$ cat src/design/vec_pkg.sv
// Shared types for the mini_vec coprocessor.
// Holds the opcode set, the two readings of the instruction word and the
// decoded entry that travels from the dispatcher through the queue.
package vec_pkg;

  // Upper bound on the number of lanes
  localparam int unsigned MaxNrLanes = 8;

  typedef logic [15:0] elen_t;
  typedef logic [2:0]  vreg_idx_t;

  // Opcodes 6 and 7 are left unassigned and decode as illegal
  typedef enum logic [2:0] {
    VADD    = 3'd0,
    VSUB    = 3'd1,
    VAND    = 3'd2,
    VSPLAT  = 3'd3,
    VREDSUM = 3'd4,
    VEXT    = 3'd5
  } vop_e;

  // Register-register form
  typedef struct packed {
    vop_e       op;
    vreg_idx_t  vd;
    vreg_idx_t  vs1;
    vreg_idx_t  vs2;
    logic [3:0] unused;
  } vinstr_arith_t;

  // Immediate form, used by VSPLAT and VEXT
  typedef struct packed {
    vop_e       op;
    vreg_idx_t  vd;
    logic [9:0] imm;
  } vinstr_imm_t;

  // One 16-bit word, read according to its opcode
  typedef union packed {
    vinstr_arith_t arith;
    vinstr_imm_t   immed;
  } vinstr_u;

  // Decoded queue entry, 32 bits wide
  typedef struct packed {
    vop_e       op;
    vreg_idx_t  vd;
    vreg_idx_t  vs1;
    vreg_idx_t  vs2;
    elen_t      imm;
    logic       illegal;
    logic [2:0] rsvd;
  } vinsn_t;

endpackage : vec_pkg
$ cat src/design/vec_unit.sv
// Top level of the mini_vec coprocessor.
// Dispatcher feeds the instruction queue, which feeds the sequencer and its
// lanes; one response per request comes back in order.
`timescale 1ns/100ps

module vec_unit #(
  parameter int unsigned NrLanes    = 4,
  parameter int unsigned QueueDepth = 4
) (
  input  logic             clk_i,
  input  logic             rst_n_i,
  // Request channel
  input  vec_pkg::vinstr_u acc_req_i,
  input  logic             acc_req_valid_i,
  output logic             acc_req_ready_o,
  // Response channel
  output vec_pkg::elen_t   acc_resp_result_o,
  output logic             acc_resp_error_o,
  output logic             acc_resp_valid_o,
  input  logic             acc_resp_ready_i
);

  import vec_pkg::*;

  // Dispatcher to queue
  vinsn_t insn;
  logic   insn_valid;
  logic   insn_ready;
  // Queue to sequencer
  vinsn_t head_insn;
  logic   head_valid;
  logic   head_pop;

  vec_dispatcher i_dispatcher (
    .clk_i           (clk_i          ),
    .rst_n_i         (rst_n_i        ),
    .acc_req_i       (acc_req_i      ),
    .acc_req_valid_i (acc_req_valid_i),
    .acc_req_ready_o (acc_req_ready_o),
    .insn_o          (insn           ),
    .insn_valid_o    (insn_valid     ),
    .insn_ready_i    (insn_ready     )
  );

  vec_insn_queue #(
    .QueueDepth(QueueDepth)
  ) i_insn_queue (
    .clk_i        (clk_i     ),
    .rst_n_i      (rst_n_i   ),
    .push_insn_i  (insn      ),
    .push_valid_i (insn_valid),
    .push_ready_o (insn_ready),
    .head_insn_o  (head_insn ),
    .head_valid_o (head_valid),
    .pop_i        (head_pop  )
  );

  vec_sequencer #(
    .NrLanes(NrLanes)
  ) i_sequencer (
    .clk_i             (clk_i            ),
    .rst_n_i           (rst_n_i          ),
    .head_insn_i       (head_insn        ),
    .head_valid_i      (head_valid       ),
    .pop_o             (head_pop         ),
    .acc_resp_result_o (acc_resp_result_o),
    .acc_resp_error_o  (acc_resp_error_o ),
    .acc_resp_valid_o  (acc_resp_valid_o ),
    .acc_resp_ready_i  (acc_resp_ready_i )
  );

endmodule : vec_unit

$ cat src/design/vec_sequencer.sv
// Back end of the coprocessor.
// Pops decoded entries, broadcasts them to the lanes in the pop cycle,
// forms the scalar result and holds it in the response register until the
// core takes it.
`timescale 1ns/100ps

module vec_sequencer #(
  parameter int unsigned NrLanes = 4
) (
  input  logic            clk_i,
  input  logic            rst_n_i,
  // Queue head
  input  vec_pkg::vinsn_t head_insn_i,
  input  logic            head_valid_i,
  output logic            pop_o,
  // Response channel to the core
  output vec_pkg::elen_t  acc_resp_result_o,
  output logic            acc_resp_error_o,
  output logic            acc_resp_valid_o,
  input  logic            acc_resp_ready_i
);

  import vec_pkg::*;

  if (NrLanes == 0 || NrLanes > MaxNrLanes) begin : gen_lane_check
    $error("vec_sequencer: NrLanes must be between 1 and MaxNrLanes");
  end

  elen_t [NrLanes-1:0] lane_vs1_data;
  elen_t [NrLanes-1:0] lane_vd_data;
  logic                lane_exec;
  elen_t               ext_idx;
  elen_t               redsum;
  elen_t               ext_data;
  elen_t               result_d;
  elen_t               resp_result_q;
  logic                resp_error_q;
  logic                resp_valid_q;

  // Pop only when the response slot is free or being freed
  assign pop_o     = head_valid_i && (!resp_valid_q || acc_resp_ready_i);
  assign lane_exec = pop_o && !head_insn_i.illegal;

  for (genvar l = 0; l < NrLanes; l++) begin : gen_lanes
    vec_lane i_lane (
      .clk_i      (clk_i            ),
      .rst_n_i    (rst_n_i          ),
      .exec_i     (lane_exec        ),
      .op_i       (head_insn_i.op   ),
      .vd_i       (head_insn_i.vd   ),
      .vs1_i      (head_insn_i.vs1  ),
      .vs2_i      (head_insn_i.vs2  ),
      .imm_i      (head_insn_i.imm  ),
      .vs1_data_o (lane_vs1_data[l] ),
      .vd_data_o  (lane_vd_data[l]  )
    );
  end : gen_lanes

  // Lane select for extract, low bits of the immediate
  assign ext_idx = head_insn_i.imm & elen_t'(NrLanes - 1);

  always_comb begin
    redsum   = '0;
    ext_data = '0;
    for (int l = 0; l < NrLanes; l++) begin
      redsum = redsum + lane_vs1_data[l];
      if (ext_idx == elen_t'(l)) begin
        ext_data = lane_vd_data[l];
      end
    end
  end

  // Element-wise and illegal ops return zero
  always_comb begin
    case (head_insn_i.op)
      VREDSUM: result_d = redsum;
      VEXT:    result_d = ext_data;
      default: result_d = '0;
    endcase
  end

  always_ff @(posedge clk_i) begin
    if (!rst_n_i) begin
      resp_valid_q <= 1'b0;
    end else if (pop_o) begin
      resp_valid_q <= 1'b1;
    end else if (acc_resp_ready_i) begin
      resp_valid_q <= 1'b0;
    end
  end

  // Response payload, loaded in the pop cycle
  always_ff @(posedge clk_i) begin
    if (pop_o) begin
      resp_result_q <= result_d;
      resp_error_q  <= head_insn_i.illegal;
    end
  end

  assign acc_resp_result_o = resp_result_q;
  assign acc_resp_error_o  = resp_error_q;
  assign acc_resp_valid_o  = resp_valid_q;

endmodule : vec_sequencer

$ cat src/design/vec_lane.sv
// One vector lane.
// Holds this lane's element of all eight vector registers and the element
// ALU; writes happen on the exec strobe, reads are combinational.
`timescale 1ns/100ps

module vec_lane (
  input  logic               clk_i,
  input  logic               rst_n_i,
  // Broadcast from the sequencer
  input  logic               exec_i,
  input  vec_pkg::vop_e      op_i,
  input  vec_pkg::vreg_idx_t vd_i,
  input  vec_pkg::vreg_idx_t vs1_i,
  input  vec_pkg::vreg_idx_t vs2_i,
  input  vec_pkg::elen_t     imm_i,
  // Operand reads for reduction and extract
  output vec_pkg::elen_t     vs1_data_o,
  output vec_pkg::elen_t     vd_data_o
);

  import vec_pkg::*;

  elen_t rf [8];
  elen_t op_a;
  elen_t op_b;

  assign op_a = rf[vs1_i];
  assign op_b = rf[vs2_i];

  always_ff @(posedge clk_i) begin
    if (!rst_n_i) begin
      for (int i = 0; i < 8; i++) begin
        rf[i] <= '0;
      end
    end else if (exec_i) begin
      case (op_i)
        VADD:    rf[vd_i] <= op_a + op_b;
        VSUB:    rf[vd_i] <= op_a - op_b;
        VAND:    rf[vd_i] <= op_a & op_b;
        VSPLAT:  rf[vd_i] <= imm_i;
        // Reduction and extract only read
        default: ;
      endcase
    end
  end

  assign vs1_data_o = rf[vs1_i];
  assign vd_data_o  = rf[vd_i];

endmodule : vec_lane

$ cat src/design/vec_insn_queue.sv
// Instruction queue between dispatcher and sequencer.
// Circular FIFO of decoded entries; push and pop may happen together.
`timescale 1ns/100ps

module vec_insn_queue #(
  parameter int unsigned QueueDepth = 4
) (
  input  logic            clk_i,
  input  logic            rst_n_i,
  // Push side
  input  vec_pkg::vinsn_t push_insn_i,
  input  logic            push_valid_i,
  output logic            push_ready_o,
  // Pop side
  output vec_pkg::vinsn_t head_insn_o,
  output logic            head_valid_o,
  input  logic            pop_i
);

  import vec_pkg::*;

  localparam int unsigned PtrW = (QueueDepth > 1) ? $clog2(QueueDepth) : 1;
  localparam int unsigned CntW = $clog2(QueueDepth + 1);

  vinsn_t            mem [QueueDepth];
  logic [PtrW-1:0]   wr_ptr;
  logic [PtrW-1:0]   rd_ptr;
  logic [CntW-1:0]   count;
  logic              do_push;
  logic              do_pop;

  assign push_ready_o = (count != CntW'(QueueDepth));
  assign head_valid_o = (count != '0);
  assign head_insn_o  = mem[rd_ptr];

  assign do_push = push_valid_i && push_ready_o;
  assign do_pop  = pop_i && head_valid_o;

  always_ff @(posedge clk_i) begin
    if (!rst_n_i) begin
      wr_ptr <= '0;
      rd_ptr <= '0;
      count  <= '0;
    end else begin
      if (do_push) begin
        wr_ptr <= (wr_ptr == PtrW'(QueueDepth - 1)) ? '0 : wr_ptr + 1'b1;
      end
      if (do_pop) begin
        rd_ptr <= (rd_ptr == PtrW'(QueueDepth - 1)) ? '0 : rd_ptr + 1'b1;
      end
      // Occupancy stays put on a simultaneous push and pop
      if (do_push && !do_pop) begin
        count <= count + 1'b1;
      end else if (do_pop && !do_push) begin
        count <= count - 1'b1;
      end
    end
  end

  always_ff @(posedge clk_i) begin
    if (do_push) begin
      mem[wr_ptr] <= push_insn_i;
    end
  end

endmodule : vec_insn_queue

$ cat src/design/vec_dispatcher.sv
// Front end of the coprocessor.
// Takes instruction words from the core, decodes them into queue entries
// and holds one entry until the instruction queue accepts it.
`timescale 1ns/100ps

module vec_dispatcher (
  input  logic             clk_i,
  input  logic             rst_n_i,
  // Request channel from the core
  input  vec_pkg::vinstr_u acc_req_i,
  input  logic             acc_req_valid_i,
  output logic             acc_req_ready_o,
  // Decoded entry towards the queue
  output vec_pkg::vinsn_t  insn_o,
  output logic             insn_valid_o,
  input  logic             insn_ready_i
);

  import vec_pkg::*;

  vinsn_t dec_insn;
  vinsn_t insn_q;
  logic   insn_valid_q;
  logic   req_accept;

  // Decode through the form the opcode selects
  always_comb begin
    dec_insn = '0;
    case (acc_req_i.arith.op)
      VADD, VSUB, VAND, VREDSUM: begin
        dec_insn.op  = acc_req_i.arith.op;
        dec_insn.vd  = acc_req_i.arith.vd;
        dec_insn.vs1 = acc_req_i.arith.vs1;
        dec_insn.vs2 = acc_req_i.arith.vs2;
      end
      VSPLAT, VEXT: begin
        dec_insn.op  = acc_req_i.immed.op;
        dec_insn.vd  = acc_req_i.immed.vd;
        // Zero-extended immediate
        dec_insn.imm = elen_t'(acc_req_i.immed.imm);
      end
      default: begin
        dec_insn.op      = acc_req_i.arith.op;
        dec_insn.illegal = 1'b1;
      end
    endcase
  end

  // Ready when the output register is empty or drains this cycle
  assign acc_req_ready_o = !insn_valid_q || insn_ready_i;
  assign req_accept      = acc_req_valid_i && acc_req_ready_o;

  always_ff @(posedge clk_i) begin
    if (!rst_n_i) begin
      insn_valid_q <= 1'b0;
    end else if (req_accept) begin
      insn_valid_q <= 1'b1;
    end else if (insn_ready_i) begin
      insn_valid_q <= 1'b0;
    end
  end

  // Entry payload
  always_ff @(posedge clk_i) begin
    if (req_accept) begin
      insn_q <= dec_insn;
    end
  end

  assign insn_o       = insn_q;
  assign insn_valid_o = insn_valid_q;

endmodule : vec_dispatcher

$ cat config.mk
export PLATFORM = sky130hd
export DESIGN_NAME = vec_unit
export DESIGN_NICKNAME = d
export VERILOG_FILES = /design/src/design/vec_pkg.sv /design/src/design/vec_unit.sv /design/src/design/vec_sequencer.sv /design/src/design/vec_lane.sv /design/src/design/vec_insn_queue.sv /design/src/design/vec_dispatcher.sv
export SDC_FILE = /design/constraint.sdc
export NUM_CORES = 2
export LEC_CHECK = 0
export BUFFER_PORTS_ARGS = -buffer_cell sky130_fd_sc_hd__buf_2
export CORE_MARGIN = 2
export CORE_UTILIZATION = 60
export DETAILED_ROUTE_END_ITERATION = 6
export GPL_ROUTABILITY_DRIVEN = 1
export PLACE_DENSITY = 0.76
export SLEW_MARGIN = 20
export SYNTH_ARGS = -nofsm -noshare
export SYNTH_HDL_FRONTEND = slang
export SYNTH_SLANG_ARGS = --single-unit
$ cat constraint.sdc
create_clock -name clk_i -period 10.16 [get_ports clk_i]
set_input_delay 0.508 -clock clk_i [delete_from_list [all_inputs] [get_ports clk_i]]
set_output_delay 0.508 -clock clk_i [all_outputs]
set_load 0.01 [all_outputs]
==> out/results.txt <==
Maximum number of pins on one net before global-route repair -> 107
Row count -> 95
Req. time, crit path -> 10.50 ns
Endpoint arrival time on the critical path -> 8.44 ns
Top cell types by occurrence after synthesis -> nor2_1 (662), edfxtp_1 (644), nand2_1 (425)
Clk pin slew, worst setup/hold paths -> 0.06 ns
Average via count per standard cell -> 7.47
Number of input and output port buffers inserted -> 38
Syn avg cell area -> 11.4 sq um
Most numerous cell in the Yosys netlist -> nor2_1
Kind of capture point of the worst setup path -> register
RSZ-0062 raised after global routing -> no
Starting density of the core -> 0.609
Global-route usage over all layers -> 0.413
Number of buffers created by CTS -> 71
Sequential element share of the synthesized area -> 0.477
CTS tree -> yes
Post-route DRC violation count -> 10
Sequence of cells on the critical path -> mux4_4, buf_4, mux4_2, mux2i_1, nand2_1, o31ai_1, o21ai_0, xor2_1, ha_1, or3_1, a221o_1, a41oi_1, o21ai_0, xnor2_1, a21oi_1, nor2_1
Setup violation total in the final timing report -> 0
Result of the run -> complete, but fails checks
Pin slew with the least headroom to its limit -> 1.15 ns
Placeable core region -> 67,400 sq um
Initial antenna violation count -> 3
Fraction of final layout cells sized beyond drive strength 1 -> 0.153
Chip width -> 266 um
Mapped cell area -> 41,000 sq um
Cell types occupying the most area after synthesis -> edfxtp_1 (47%), mux4_2 (15%), nor2_1 (6.1%), nand2_1 (3.9%), mux2i_1 (3.5%)
Synthesized instance count -> 3,609
Violation count after the first detailed-route iteration -> 6,296
Via total after detailed routing -> 33,400
Maximum count of clock buffers along a single path -> 3
Number of enable flip-flop cells after synthesis -> 644
Count of cells resized by post-cts repair -> 0
Commonest register cell after synthesis -> edfxtp_1
Fillcell total -> 4,990
Worst hold path startpoint -> acc_req_i[14]
Most used cell along the critical path -> o21ai_0
Synth-to-Final Area Change -> 8.17%
Final global-route overflow total -> 0
Vertical die dimension -> 266 um
Hold violation count in the final report -> 0
Flop and latch count out of synthesis -> 655
HP Class -> primary input to register
Share of flip-flops with an asynchronous set or reset -> 0
Final TNS setup -> 0 ns
Final worst path period share -> 0.797
CTS Root Buffer Type -> clkbuf_16
Wirelength, routed -> 146,000 um
Number of hold buffers added after cts -> 0
Pre-Repair DR Iteration Count -> 7
Detailed-placement wirelength estimate -> 87,600 um
Number of maximum-capacitance violations -> 0
Post-CTS setup repair buffer count -> 0
Top delay family on crit path -> compound AO/OA/AOI/OAI gates
Vias in the first global route -> 32,500
Number of primary I/O pins -> 39
Delay of the slowest cell on the worst path -> 1.09 ns
Number of pins with negative max-slew slack in the final report -> 0
Master of the slowest instance on the critical path -> mux4_4
Final estimated routing congestion in global placement -> 1.01
Count of cell types in the netlist -> 88
Post-route core utilization -> 0.659
Start-to-end type of the worst setup path -> register to register
First-pass GRT wire length -> 210,000 um
Warnings, synthesis -> 0
Detailed-route wire length per cell -> 32.5 um
Final critical delay including setup and external delays -> 8.10 ns
Final antenna-violating net count -> 0
Violations in the final reports -> DRC
Number of clock sinks -> 655
Worst-skew pair later-pin latency -> 0.65 ns
H-tree depth reported by CTS -> 3
Synth area leader -> edfxtp_1
Worst Path Max Fanout -> 53
Timing-limited maximum frequency -> 123 MHz
NumNets Final -> 3,687
Overall die area -> 70,500 sq um
Top cell type's share of synthesized area -> 0.471
Worst setup skew after layout -> 0.0285 ns
Buf+Inv Stages, Crit Path -> 1
Synth Net Count -> 3,747
Max_slew headroom -> 0.231
Worst Setup Start Kind -> register
through the flow:
stage / instances / hold slack (ns) / setup slack, ns / instance area [sq um]
floorplan: 3609 / 0.454 / 3.25 / 41000
global placement: 4349 / 0.461 / 2.58 / 42200
detailed placement: 4349 / 0.461 / 2.53 / 42200
CTS: 4476 / 0.124 / 2.45 / 44400
global route: 4476 / 0.133 / 1.91 / 44400
finish: 4479 / 0.130 / 2.06 / 44400
per-layer routing:
layer	GRT usage	wire [um]	share of wire	vias to the layer above
met5	0	27	0.00019	-
met1	0.519	46800	0.32	15900
li1	-	-	-	13500
met4	0.267	11600	0.080	4
met2	0.595	61100	0.42	3188
met3	0.164	26300	0.18	866
registers in the layout, summed over array words and instances (netlist names), named ones only:
name and flops:
i_sequencer.acc_resp_error_o 1, i_sequencer.acc_resp_result_o 16, i_insn_queue.rd_ptr 2, i_insn_queue.count 3
i_dispatcher.insn_o 23, i_sequencer.gen_lanes.i_lane.rf 512, i_insn_queue.mem 92, i_sequencer.acc_resp_valid_o 1
i_dispatcher.insn_valid_o 1, i_insn_queue.wr_ptr 2
cells by family after synthesis:
logic type,after synthesis,share of synthesized area
muxes,431,0.189
AOI/OAI and AO/OA,634,0.102
buffers and inverters,336,0.0331
xor gates and xnor gates,125,0.0269
DFF,655,0.477
adders and majority gates,125,0.0428
and+or+nand+nor,1303,0.130
worst reg2reg max path: stages, from the launching register on:
cell     delay (ns)
dfxtp_2        0.94
mux4_4         1.11
buf_4          0.92
mux4_2         0.45
mux2i_1        0.45
nand2_1        0.23
o31ai_1        0.90
o21ai_0        0.29
xor2_1         0.22
ha_1           0.26
or3_1          0.34
a221o_1        0.30
a41oi_1        0.31
o21ai_0        0.19
xnor2_1        0.16
a21oi_1        0.62
nor2_1         0.11
placed cells by master (no fill, tap or decap), types with 15 or more instances in the layout:
cell type,netlist,final
a211oi_1,25,25
a21o_1,18,18
a21oi_1,118,118
a311oi_1,15,15
a31oi_1,49,48
and2_1,25,25
buf_2,35,38
buf_4,6,72
clkbuf_16,0,73
clkinv_1,1,17
edfxtp_1,644,644
fa_1,28,28
ha_1,90,90
inv_1,88,88
mux2_2,15,15
mux2i_1,143,143
mux4_2,269,264
nand2_1,425,410
nand3_1,69,66
nor2_1,662,660
nor2b_1,19,19
nor3_1,37,37
o211ai_1,38,38
o21ai_0,97,94
o21ai_1,29,26
o221ai_1,19,19
o22ai_1,99,99
xnor2_1,72,72
xor2_1,52,52
final timing paths:
kind	depth (start not counted)	slack, ns	to
setup / recovery	16	2.06	i_sequencer.gen_lanes[0].i_lane.rf[4][15]
hold / removal	1	0.13	i_dispatcher.insn_o[30]
setup reg to reg	16	2.06	i_sequencer.gen_lanes[0].i_lane.rf[4][15]
hold reg to reg	2	0.47	register
final cells by class:
type	count	area (sq um)	area share
diodes	3	7.51	0.000169
clock buffers	89	1920	0.0432
clock inverters	38	305	0.00688
inverters	89	334	0.00753
multi-input cells	2618	20400	0.459
flip-flops and latches	655	19600	0.441
well taps	873	1090	0.0246
repair buffers	114	802	0.0181
Power is not shown: default switching activity piles up to over one toggle a cycle in this logic, so the estimate is an artifact.
